[config.mk]
export PLATFORM = sky130hd
export DESIGN_NAME = fpalu_top
export DESIGN_NICKNAME = d
export VERILOG_FILES = /design/src/source/fpalu_pkg.sv /design/src/source/add_align.sv /design/src/source/booth_r4_encoder.sv /design/src/source/booth_partial_sum.sv /design/src/source/shared_adder.sv /design/src/source/normalizer.sv /design/src/source/result_assembly.sv /design/src/source/fpalu_top.sv
export SDC_FILE = /design/constraint.sdc
export NUM_CORES = 1
export LEC_CHECK = 0
export ABC_CLOCK_PERIOD_IN_PS = 44300
export BUFFER_PORTS_ARGS = -buffer_cell sky130_fd_sc_hd__buf_2
export CORE_ASPECT_RATIO = 1.2
export CORE_MARGIN = 4
export CORE_UTILIZATION = 55
export CTS_BUF_LIST = sky130_fd_sc_hd__clkbuf_2
export CTS_CLUSTER_DIAMETER = 40
export CTS_CLUSTER_SIZE = 24
export DETAILED_ROUTE_END_ITERATION = 7
export GPL_ROUTABILITY_DRIVEN = 0
export GPL_TIMING_DRIVEN = 0
export PLACE_DENSITY = 0.82
export SLEW_MARGIN = 20
export SYNTH_ARGS = -nofsm -noshare
export SYNTH_HDL_FRONTEND = slang
export SYNTH_SLANG_ARGS = --single-unit
[constraint.sdc]
create_clock -name clk -period 44.3 [get_ports clk]
set_clock_uncertainty 0.15 [all_clocks]
set_input_delay 4.43 -clock clk [delete_from_list [all_inputs] [get_ports clk]]
set_output_delay 4.43 -clock clk [all_outputs]
set_load 0.005 [all_outputs]
[src/source/fpalu_pkg.sv]
/*
 * Common definitions for the FP29i add / FP16 multiply unit.
 * Holds the format widths and biases, the opcode encoding and the
 * vector types passed between pipeline stages.
 * Imported by wildcard in every module header of the unit.
 */
`default_nettype none

package fpalu_pkg;

	// FP29i: sign, 6b exponent, 22b right-aligned mantissa, no hidden bit
	localparam int FP29_EXP_W = 6;
	localparam int FP29_MAN_W = 22;
	localparam int FP29_BIAS  = 31;

	// FP16 fields ride in the low bits of the exponent and mantissa ports
	localparam int FP16_EXP_W  = 5;
	localparam int FP16_FRAC_W = 10;
	localparam int FP16_BIAS   = 15;

	localparam int BOOTH_DIGITS = 6;	// Radix-4 digits of an 11b operand

	typedef logic [FP29_EXP_W-1:0]  fp29_exp_t;
	typedef logic [FP29_MAN_W-1:0]  fp29_man_t;
	typedef logic [FP29_MAN_W:0]    sum_t;	// MSB is sign or carry
	typedef logic [FP16_FRAC_W:0]   fp16_man_t;	// Hidden bit restored
	typedef logic [FP16_FRAC_W+1:0] booth_pp_t;	// Holds 2x an 11b mantissa
	typedef logic [4:0]             lzc_t;	// 0 to 23

	// Encoding 0 unused
	typedef enum logic [1:0] {
		OP_SKIP = 2'd1,	// Internal only, zero skip of an add
		OP_MUL  = 2'd2,	// FP16 x FP16
		OP_ADD  = 2'd3	// FP29i + FP29i
	} alu_op_t;

endpackage

`default_nettype wire

[src/source/add_align.sv]
/*
 * Adder front end, pipeline stages 1 and 2.
 * Stage 1 compares exponents and exchanges the mantissas so the
 * larger-exponent one becomes lhs. Stage 2 aligns the other one,
 * inverts it for a subtraction and detects the zero skip case.
 * lhs, rhs and carry_in are registered operands for the stage-3 adder.
 */
`timescale 1ns/1ps
`default_nettype none

module add_align import fpalu_pkg::*; (
	input  wire            clk,
	input  wire            a_sign,
	input  wire            b_sign,
	input  wire fp29_exp_t a_exp,
	input  wire fp29_exp_t b_exp,
	input  wire fp29_man_t a_man,
	input  wire fp29_man_t b_man,
	output sum_t           lhs,
	output sum_t           rhs,
	output logic           carry_in,
	output logic           a_exp_ge_b,
	output logic           skip
);

	logic [FP29_EXP_W:0] exp_diff;
	logic                a_ge_b;
	fp29_exp_t           shift_amt;
	fp29_exp_t           shift_r;
	fp29_man_t           big_r;
	fp29_man_t           small_r;
	logic                sub_r;
	fp29_man_t           aligned;
	sum_t                lhs_c;
	sum_t                rhs_c;

	// Borrow out of the padded difference means b has the larger exponent
	assign exp_diff  = {1'b0, a_exp} - {1'b0, b_exp};
	assign a_ge_b    = ~exp_diff[FP29_EXP_W];
	assign shift_amt = a_ge_b ? a_exp - b_exp : b_exp - a_exp;

	always_ff @(posedge clk) begin
		shift_r    <= shift_amt;
		big_r      <= a_ge_b ? a_man : b_man;	// Larger exponent
		small_r    <= a_ge_b ? b_man : a_man;	// To be aligned
		sub_r      <= a_sign ^ b_sign;	// Signs differ, subtract
		a_exp_ge_b <= a_ge_b;
	end

	// A zero at the larger exponent would wipe out the other operand
	assign skip = ~|big_r;

	// Truncating shift, anything past 21 gives zero
	assign aligned = small_r >> shift_r;

	// Skip path carries the unshifted smaller-exponent mantissa
	assign lhs_c = skip ? {1'b0, small_r} : {1'b0, big_r};
	assign rhs_c = sub_r ? ~{1'b0, aligned} : {1'b0, aligned};	// One's complement

	always_ff @(posedge clk) begin
		lhs      <= lhs_c;
		rhs      <= rhs_c;
		carry_in <= sub_r;	// Completes the two's complement
	end

endmodule

`default_nettype wire

[src/source/booth_r4_encoder.sv]
/*
 * Multiplier stage 1, radix-4 Booth encoding.
 * Restores the hidden bit of both FP16 mantissas and forms the six
 * partial products of a times b. A negative digit gives the one's
 * complement of the multiple, the +1 travels in pp_sign.
 */
`timescale 1ns/1ps
`default_nettype none

module booth_r4_encoder import fpalu_pkg::*; (
	input  wire [FP16_EXP_W-1:0]        a_exp,
	input  wire [FP16_EXP_W-1:0]        b_exp,
	input  wire [FP16_FRAC_W-1:0]       a_man,
	input  wire [FP16_FRAC_W-1:0]       b_man,
	output booth_pp_t [BOOTH_DIGITS-1:0] pp,
	output logic [BOOTH_DIGITS-1:0]     pp_sign
);

	fp16_man_t                 a_full;
	fp16_man_t                 b_full;
	logic [2*BOOTH_DIGITS+1:0] b_enc;

	// Exponent zero means denormal, fraction scaled by two instead
	assign a_full = (a_exp == '0) ? {a_man, 1'b0} : {1'b1, a_man};
	assign b_full = (b_exp == '0) ? {b_man, 1'b0} : {1'b1, b_man};

	// Implicit zero below the LSB, zero padding above keeps it unsigned
	assign b_enc = {2'b00, b_full, 1'b0};

	for (genvar i = 0; i < BOOTH_DIGITS; i++) begin : gen_digit
		logic [2:0] dig;
		logic       one;
		logic       two;
		booth_pp_t  mult;

		assign dig  = b_enc[2*i+2:2*i];
		assign one  = dig[1] ^ dig[0];	// +-1
		assign two  = (dig == 3'b011) || (dig == 3'b100);	// +-2
		assign mult = one ? {1'b0, a_full} : (two ? {a_full, 1'b0} : '0);

		// 3'b111 encodes zero, kept positive
		assign pp_sign[i] = dig[2] & ~(dig[1] & dig[0]);
		assign pp[i]      = mult ^ {$bits(booth_pp_t){pp_sign[i]}};
	end

endmodule

`default_nettype wire

[src/source/booth_partial_sum.sv]
/*
 * Multiplier stage 2, first level of partial product summation.
 * Captures the Booth products of a multiply and folds them into two
 * partial sums, digits 0..2 and digits 3..5 (offset by 6 bits).
 * sign2 is left over for the final add in stage 3.
 */
`timescale 1ns/1ps
`default_nettype none

module booth_partial_sum import fpalu_pkg::*; (
	input  wire                          clk,
	input  wire alu_op_t                 opcode,
	input  wire booth_pp_t [BOOTH_DIGITS-1:0] pp,
	input  wire [BOOTH_DIGITS-1:0]       pp_sign,
	output logic [18:0]                  psum0,
	output logic [15:0]                  psum1,
	output logic                         sign2
);

	booth_pp_t [BOOTH_DIGITS-1:0] pp_r;
	logic [BOOTH_DIGITS-1:0]      s_r;
	logic [18:0]                  psum0_c;
	logic [15:0]                  psum1_c;

	// Products only load on a multiply, otherwise they hold still
	always_ff @(posedge clk) begin
		if (opcode == OP_MUL) begin
			pp_r <= pp;
			s_r  <= pp_sign;
		end
	end

	// Each signed digit sign-extends through an inverted sign bit
	// at its bit 12, the matching -2^(12+2i) terms gathered in psum1
	always_comb begin
		psum0_c = {7'd0, pp_r[0]}
			+ {5'd0, pp_r[1], 2'd0}
			+ {3'd0, pp_r[2], 4'd0}
			+ {18'd0, s_r[0]}
			+ {16'd0, s_r[1], 2'd0}
			+ {2'd0, ~s_r[2], 1'b0, ~s_r[1], 1'b0, ~s_r[0], 12'd0};

		psum1_c = {4'd0, pp_r[3]}
			+ {2'd0, pp_r[4], 2'd0}
			+ {pp_r[5], 4'd0}
			+ {15'd0, s_r[3]}
			+ {13'd0, s_r[4], 2'd0}
			+ {11'd0, s_r[5], 4'd0}
			+ {1'b0, ~s_r[4], 1'b0, ~s_r[3], 12'd0}
			+ 16'haac0;	// -(2^12+..+2^20) mod 2^22, shifted down 6
	end

	always_ff @(posedge clk) begin
		psum0 <= psum0_c;
		psum1 <= psum1_c;
		sign2 <= s_r[2];	// +1 of digit 2, weight 2^4
	end

endmodule

`default_nettype wire

[src/source/shared_adder.sv]
/*
 * Stage 3, the one 23-bit adder shared by both operations.
 * An add uses the aligned mantissas with carry-in for subtraction,
 * a multiply completes the Booth sum, a skip passes lhs through.
 * neg flags a negative difference for the stage-4 complement.
 */
`timescale 1ns/1ps
`default_nettype none

module shared_adder import fpalu_pkg::*; (
	input  wire alu_op_t opcode,
	input  wire sum_t    lhs,
	input  wire sum_t    rhs,
	input  wire          carry_in,
	input  wire [18:0]   psum0,
	input  wire [15:0]   psum1,
	input  wire          sign2,
	output sum_t         sum,
	output logic         neg
);

	sum_t op_l;
	sum_t op_r;
	logic op_cin;
	sum_t raw;

	always_comb begin
		if (opcode == OP_MUL) begin
			op_l   = {4'd0, psum0};
			op_r   = {1'b0, psum1, 1'b0, sign2, 4'd0};	// psum1 at bit 6
			op_cin = 1'b0;
		end else begin
			op_l   = lhs;
			op_r   = rhs;
			op_cin = carry_in;
		end
	end

	assign raw = op_l + op_r + op_cin;

	always_comb begin
		case (opcode)
			OP_ADD:  sum = raw;
			OP_MUL:  sum = {1'b0, raw[FP29_MAN_W-1:0]};	// Product is below 2^22
			OP_SKIP: sum = lhs;
			default: sum = '0;
		endcase
	end

	// Bit 22 is a carry when adding, the sign only when subtracting
	assign neg = (opcode == OP_ADD) && carry_in && raw[FP29_MAN_W];

endmodule

`default_nettype wire

[src/source/normalizer.sv]
/*
 * Stage 4, normalization.
 * Turns a negative difference into its magnitude, counts the leading
 * zeros of the 23-bit result and shifts it up so the top 22 bits are
 * kept. The raw low bits are registered as well for the skip path.
 */
`timescale 1ns/1ps
`default_nettype none

module normalizer import fpalu_pkg::*; (
	input  wire       clk,
	input  wire       neg,
	input  wire sum_t sum,
	output fp29_man_t man_norm,
	output lzc_t      lzc,
	output fp29_man_t man_skip
);

	sum_t mag;
	sum_t shifted;
	lzc_t lz;

	// Leading zeros from bit 22 down, 23 for an all-zero value
	function automatic lzc_t count_lz(input sum_t v);
		lzc_t n;
		logic hit;
		n   = '0;
		hit = 1'b0;
		for (int i = FP29_MAN_W; i >= 0; i--) begin
			if (!hit) begin
				if (v[i])
					hit = 1'b1;
				else
					n = n + 1'b1;
			end
		end
		return n;
	endfunction

	assign mag     = neg ? ~sum + 1'b1 : sum;
	assign lz      = count_lz(mag);
	assign shifted = mag << lz;	// Leading one lands in bit 22

	always_ff @(posedge clk) begin
		man_norm <= shifted[FP29_MAN_W:1];	// Drops the LSB
		lzc      <= lz;
		man_skip <= sum[FP29_MAN_W-1:0];	// Untouched mantissa
	end

endmodule

`default_nettype wire

[src/source/result_assembly.sv]
/*
 * Stage 5, output fields.
 * Forms the final exponent and sign for the stage-5 opcode and picks
 * the normalized or the skip mantissa. Purely combinational, drives
 * the unit outputs directly. Exponent overflow simply wraps.
 */
`timescale 1ns/1ps
`default_nettype none

module result_assembly import fpalu_pkg::*; (
	input  wire alu_op_t   opcode,
	input  wire            a_sign,
	input  wire            b_sign,
	input  wire fp29_exp_t a_exp,
	input  wire fp29_exp_t b_exp,
	input  wire            a_exp_ge_b,
	input  wire            flipped,
	input  wire fp29_man_t man_norm,
	input  wire fp29_man_t man_skip,
	input  wire lzc_t      lzc,
	output logic           y_sign,
	output fp29_exp_t      y_exp,
	output fp29_man_t      y_man
);

	fp29_exp_t exp_big;
	fp29_exp_t exp_small;
	logic      sign_big;
	logic      sign_small;

	assign exp_big    = a_exp_ge_b ? a_exp : b_exp;
	assign exp_small  = a_exp_ge_b ? b_exp : a_exp;
	assign sign_big   = a_exp_ge_b ? a_sign : b_sign;
	assign sign_small = a_exp_ge_b ? b_sign : a_sign;

	always_comb begin
		y_man = man_norm;
		case (opcode)
			OP_ADD: begin
				// Sum scale is one bit above the larger exponent
				y_exp  = exp_big + 1'b1 - lzc;
				y_sign = sign_big ^ flipped;	// Smaller operand won
			end
			OP_MUL: begin
				if (man_norm == '0) begin	// Zero product, all clear
					y_exp  = '0;
					y_sign = 1'b0;
				end else begin
					// Rebias from two FP16 exponents to FP29i
					y_exp  = a_exp + b_exp + fp29_exp_t'(FP29_BIAS + 2 - 2 * FP16_BIAS) - lzc;
					y_sign = a_sign ^ b_sign;
				end
			end
			OP_SKIP: begin
				y_exp  = exp_small;
				y_sign = sign_small;
				y_man  = man_skip;
			end
			default: begin
				y_exp  = '0;
				y_sign = 1'b0;
			end
		endcase
	end

endmodule

`default_nettype wire

[src/source/fpalu_top.sv]
/*
 * Five-stage FP29i adder / FP16 multiplier with one shared adder.
 * Inputs feed stage 1 directly, results leave stage 5 four clocks
 * later with y_valid. One operation per cycle, no back-pressure.
 * Opcode, signs, exponents and valid are relayed alongside the data.
 */
`timescale 1ns/1ps
`default_nettype none

module fpalu_top import fpalu_pkg::*; (
	input  wire            clk,
	input  wire            reset,
	input  wire            in_valid,
	input  wire alu_op_t   opcode,
	input  wire            a_sign,
	input  wire            b_sign,
	input  wire fp29_exp_t a_exp,
	input  wire fp29_exp_t b_exp,
	input  wire fp29_man_t a_man,
	input  wire fp29_man_t b_man,
	output logic           y_valid,
	output logic           y_sign,
	output fp29_exp_t      y_exp,
	output fp29_man_t      y_man
);

	fp29_exp_t s1_a_exp;
	fp29_exp_t s1_b_exp;

	alu_op_t   s2_op;
	logic      s2_a_sign;
	logic      s2_b_sign;
	fp29_exp_t s2_a_exp;
	fp29_exp_t s2_b_exp;
	logic      s2_valid;
	logic      s2_ge;

	alu_op_t   s3_op;
	logic      s3_a_sign;
	logic      s3_b_sign;
	fp29_exp_t s3_a_exp;
	fp29_exp_t s3_b_exp;
	logic      s3_valid;
	logic      s3_ge;

	alu_op_t   s4_op;
	logic      s4_a_sign;
	logic      s4_b_sign;
	fp29_exp_t s4_a_exp;
	fp29_exp_t s4_b_exp;
	logic      s4_valid;
	logic      s4_ge;
	sum_t      s4_sum;
	logic      s4_neg;

	alu_op_t   s5_op;
	logic      s5_a_sign;
	logic      s5_b_sign;
	fp29_exp_t s5_a_exp;
	fp29_exp_t s5_b_exp;
	logic      s5_valid;
	logic      s5_ge;
	logic      s5_flipped;

	sum_t                         lhs;
	sum_t                         rhs;
	logic                         carry_in;
	logic                         skip;
	booth_pp_t [BOOTH_DIGITS-1:0] pp;
	logic [BOOTH_DIGITS-1:0]      pp_sign;
	logic [18:0]                  psum0;
	logic [15:0]                  psum1;
	logic                         sign2;
	sum_t                         sum;
	logic                         neg;
	fp29_man_t                    man_norm;
	fp29_man_t                    man_skip;
	lzc_t                         lzc;

	// FP16 exponents live in the low 5 bits
	assign s1_a_exp = (opcode == OP_MUL) ?
		{{(FP29_EXP_W-FP16_EXP_W){1'b0}}, a_exp[FP16_EXP_W-1:0]} : a_exp;
	assign s1_b_exp = (opcode == OP_MUL) ?
		{{(FP29_EXP_W-FP16_EXP_W){1'b0}}, b_exp[FP16_EXP_W-1:0]} : b_exp;

	add_align i_add_align (
		.clk        (clk),
		.a_sign     (a_sign),
		.b_sign     (b_sign),
		.a_exp      (a_exp),
		.b_exp      (b_exp),
		.a_man      (a_man),
		.b_man      (b_man),
		.lhs        (lhs),
		.rhs        (rhs),
		.carry_in   (carry_in),
		.a_exp_ge_b (s2_ge),
		.skip       (skip)
	);

	booth_r4_encoder i_booth_enc (
		.a_exp   (a_exp[FP16_EXP_W-1:0]),
		.b_exp   (b_exp[FP16_EXP_W-1:0]),
		.a_man   (a_man[FP16_FRAC_W-1:0]),
		.b_man   (b_man[FP16_FRAC_W-1:0]),
		.pp      (pp),
		.pp_sign (pp_sign)
	);

	booth_partial_sum i_booth_sum (
		.clk     (clk),
		.opcode  (opcode),
		.pp      (pp),
		.pp_sign (pp_sign),
		.psum0   (psum0),
		.psum1   (psum1),
		.sign2   (sign2)
	);

	shared_adder i_shared_adder (
		.opcode   (s3_op),
		.lhs      (lhs),
		.rhs      (rhs),
		.carry_in (carry_in),
		.psum0    (psum0),
		.psum1    (psum1),
		.sign2    (sign2),
		.sum      (sum),
		.neg      (neg)
	);

	normalizer i_normalizer (
		.clk      (clk),
		.neg      (s4_neg),
		.sum      (s4_sum),
		.man_norm (man_norm),
		.lzc      (lzc),
		.man_skip (man_skip)
	);

	result_assembly i_result (
		.opcode     (s5_op),
		.a_sign     (s5_a_sign),
		.b_sign     (s5_b_sign),
		.a_exp      (s5_a_exp),
		.b_exp      (s5_b_exp),
		.a_exp_ge_b (s5_ge),
		.flipped    (s5_flipped),
		.man_norm   (man_norm),
		.man_skip   (man_skip),
		.lzc        (lzc),
		.y_sign     (y_sign),
		.y_exp      (y_exp),
		.y_man      (y_man)
	);

	// Relay of the per-operation fields
	always_ff @(posedge clk) begin
		s2_op     <= opcode;
		s2_a_sign <= a_sign;
		s2_b_sign <= b_sign;
		s2_a_exp  <= s1_a_exp;
		s2_b_exp  <= s1_b_exp;

		// Zero at the larger exponent turns an add into a pass-through
		s3_op     <= (s2_op == OP_ADD && skip) ? OP_SKIP : s2_op;
		s3_a_sign <= s2_a_sign;
		s3_b_sign <= s2_b_sign;
		s3_a_exp  <= s2_a_exp;
		s3_b_exp  <= s2_b_exp;
		s3_ge     <= s2_ge;

		s4_op     <= s3_op;
		s4_a_sign <= s3_a_sign;
		s4_b_sign <= s3_b_sign;
		s4_a_exp  <= s3_a_exp;
		s4_b_exp  <= s3_b_exp;
		s4_ge     <= s3_ge;
		s4_sum    <= sum;
		s4_neg    <= neg;

		s5_op      <= s4_op;
		s5_a_sign  <= s4_a_sign;
		s5_b_sign  <= s4_b_sign;
		s5_a_exp   <= s4_a_exp;
		s5_b_exp   <= s4_b_exp;
		s5_ge      <= s4_ge;
		s5_flipped <= s4_neg;
	end

	always_ff @(posedge clk) begin
		if (reset) begin
			s2_valid <= 1'b0;
			s3_valid <= 1'b0;
			s4_valid <= 1'b0;
			s5_valid <= 1'b0;
		end else begin
			s2_valid <= in_valid;
			s3_valid <= s2_valid;
			s4_valid <= s3_valid;
			s5_valid <= s4_valid;
		end
	end

	assign y_valid = s5_valid;	// Four clocks after in_valid

endmodule

`default_nettype wire

==> impl_metrics.toml <==
[route]
wl_per_cell_um = 18.5
drtIter0Drc = 1693
vias = 17700
first_pass_iters = 6
finalWirelength_mm = 55.0
ant_nets = 0
via_per_inst = 5.94
drc = 0

[power_and_ir_drop]
leakage_nw = 9.91
finalPower_mw = 1.48
p_per_area_mw_per_mm2 = 65.1
vdd_ir_drop_max_v = 0.0000382

[grt]
grt_usage = 0.254
grt_overflow = 0
grt_max_degree = 27
grt_pass1_wl_mm = 87.5
antenna_found_initial = 1
grt_pass1_vias = 17300

[sta]
slew-limit-headroom = 0.328
fin_crit_ns = 17.91
setup_viol = 0
setup_tns_ns = 0
period_share = 0.404
finalHoldViolCount = 0
worstMarginPinSlew_ns = 1.00
finalMaxSlewViolations = 0
setup_slack_ns = 26.39
timing.fmax_mhz = 55.8
rsz0062_at_grt = "no"

[clocking]
clk_path_buf_depth = 3
cts_tree = "yes"
cts_root_buffer = "clkbuf_2"
cts_setup_buffers = 0
h-tree-depth = 2
cts-buffers-inserted = 35
clkTransAtPathRegs_ns = 0.35
hold_buffers = 0
post_cts_resized = 0
cts_sinks = 355
clk_latency_ns = 1.01

[yosys]
netlist_instances = 2337
post-synth-top-count-cell = "nand2_1"
synth_top_area_cell = "dfxtp_1"
synth-seq-cells = 355
syn_area_mm2 = 0.0211
synthFlopType = "dfxtp_1"
synth_cell_types = 86
syn_avg_cell_area_um2 = 9.02
yosysTopAreaCellShare = 0.264
ys_seq_area_frac = 0.374
syn-num-nets = 2565
synth_edf_count = 77
synth_common_cells = "nand2_1 (378), dfxtp_1 (278), nor2_1 (154)"
async_flop_share = 0
yosys-top-cells-area = "dfxtp_1 (26%), edfxtp_1 (11%), ha_1 (8.8%), nand2_1 (6.7%), xnor2_1 (5.7%)"
synth_warnings = 0

[critical_path]
cp-start-kind = "register"
path_common_cell = "ha_1"
endpoint = "i_normalizer.man_norm[16]$_DFF_P_"
cp-end-kind = "register"
rr_endpoint = "i_normalizer.man_norm[16]$_DFF_P_"
reg2regPathDepth = 80
r2r-start = "s4_sum[2]$_SDFF_PN0_"
crit_type = "register to register"
crit_arrival_ns = 18.61
required_ns = 45.01
crit_fanout = 10
crit_slowest_cell = "nor4_1"
worst-r2r-setup-slack_ns = 26.39
max_stage_delay_ns = 0.54
crit_path_start = "s4_sum[2]$_SDFF_PN0_"

[cells_and_area]
drive_above_1_share = 0.0990
multiInputGateArea_mm2 = 0.0123
nets = 2696
register_area_mm2 = 0.00788
fillCellCount = 3111
area_growth_pct = 8.03

[floorplan]
die_w_um = 187
die_area_mm2 = 0.0415
dieHeight_um = 222
start_util = 0.556
io-pin-count = 93
core_mm2 = 0.0379
rows = 78

[placed_design]
dpl_worst_slack_ns = 26.65
port_buffers = 91
hpwl_mm = 43.5

[flow_run]
maxCapViolCount = 0

[hold_path]
hp-class = "register to register"

[outcome]
outcome = "completed"
## worst min-delay path by stage
stage                     depth (start not counted)                                end                   from
final                                             0  i_normalizer.man_skip[10]$_DFF_P_  s4_sum[10]$_SDFF_PN0_
after global routing                              0  i_normalizer.man_skip[10]$_DFF_P_  s4_sum[10]$_SDFF_PN0_
after CTS                                         0  i_normalizer.man_skip[10]$_DFF_P_  s4_sum[10]$_SDFF_PN0_
after detailed placement                          0                  s5_b_sign$_DFF_P_      s4_b_sign$_DFF_P_
after global placement                            0                  s3_a_sign$_DFF_P_      s2_a_sign$_DFF_P_
after floorplan                                   0                s3_a_exp[0]$_DFF_P_    s2_a_exp[0]$_DFF_P_
## cells by family after synthesis
| kind of cell | Yosys count | share of synthesized area |
|---|---|---|
| AO/OA/AOI/OAI | 486 | 0.155 |
| multiplexers | 153 | 0.0779 |
| AND/OR/NAND/NOR | 743 | 0.158 |
| XOR/XNOR | 205 | 0.0892 |
| buffers and inverters | 228 | 0.0414 |
| flip-flops | 355 | 0.374 |
| adder cells (fa/ha/maj) | 167 | 0.105 |
## sequential cells by signal (all words and copies together) (netlist names), 16 cells and up
register	flops
i_normalizer.man_norm	22
i_add_align.lhs	22
i_normalizer.man_skip	22
i_add_align.small_r	22
i_booth_sum.pp_r	72
s4_sum	23
i_booth_sum.psum0	18
i_add_align.rhs	23
i_add_align.big_r	22
i_booth_sum.psum1	16
## routing by layer
| metal | track usage | part of all wire | vias to the layer above | wire [µm] |
|---|---|---|---|---|
| li1 | - | - | 8430 | - |
| met5 | 0 | 0 | - | 0 |
| met3 | 0.0388 | 0.067 | 218 | 3690 |
| met2 | 0.466 | 0.50 | 818 | 27400 |
| met1 | 0.287 | 0.38 | 8219 | 20800 |
| met4 | 0.128 | 0.057 | 0 | 3150 |
## cells in the final DEF (no fill, tap or decap), types with 30 or more instances in the layout
master / count
dfxtp_1: 278
o21ai_0: 88
xnor2_1: 137
a21oi_1: 97
buf_2: 98
nand2_1: 378
inv_1: 120
nor2b_1: 30
clkbuf_1: 84
edfxtp_1: 77
clkbuf_2: 37
mux2_2: 55
a21o_1: 39
ha_1: 148
nor2_1: 154
mux2i_1: 94
nor3_1: 31
a22oi_1: 54
xor2_1: 61
## report_power, final
part,internal [mW],switching (mW),leakage (nW)
combinational,0.349,0.502,6.57
clock,0.0488,0.127,0.296
sequential,0.408,0.0470,3.04
## critical path, delay by kind of cell, from the launching register on
| family | cells | cell delay [ns] |
|---|---|---|
| buffers and inverters | 8 | 1.76 |
| XOR/XNOR | 1 | 0.31 |
| adder cells (fa/ha/maj) | 20 | 6.09 |
| flip-flops | 1 | 0.38 |
| AND/OR/NAND/NOR | 17 | 2.18 |
| AO/OA/AOI/OAI | 21 | 3.98 |
| multiplexers | 13 | 3.01 |
## cell type report
type	count	share of cell area
Multi-Input combinational cell	1754	0.542
Sequential cell	355	0.346
Tap cell	480	0.0264
Timing Repair Buffer	94	0.0236
Inverter	122	0.0201
Buffer	106	0.0182
Clock inverter	27	0.0155
Clock buffer	37	0.00813
Antenna cell	1	0.000110
## stage by stage
step                      instance area (µm²)  hold slack (ns)   util  std cells
after detailed placement                22200            0.163  0.587       2911
after CTS                               22800            0.106  0.601       2975
final                                   22800            0.116  0.601       2976
after global placement                  22100            0.160  0.584       2908
after global routing                    22800            0.114  0.601       2976
after floorplan                         21100            0.160      -       2337
No activity file was read; power rests on OpenSTA's default activity.
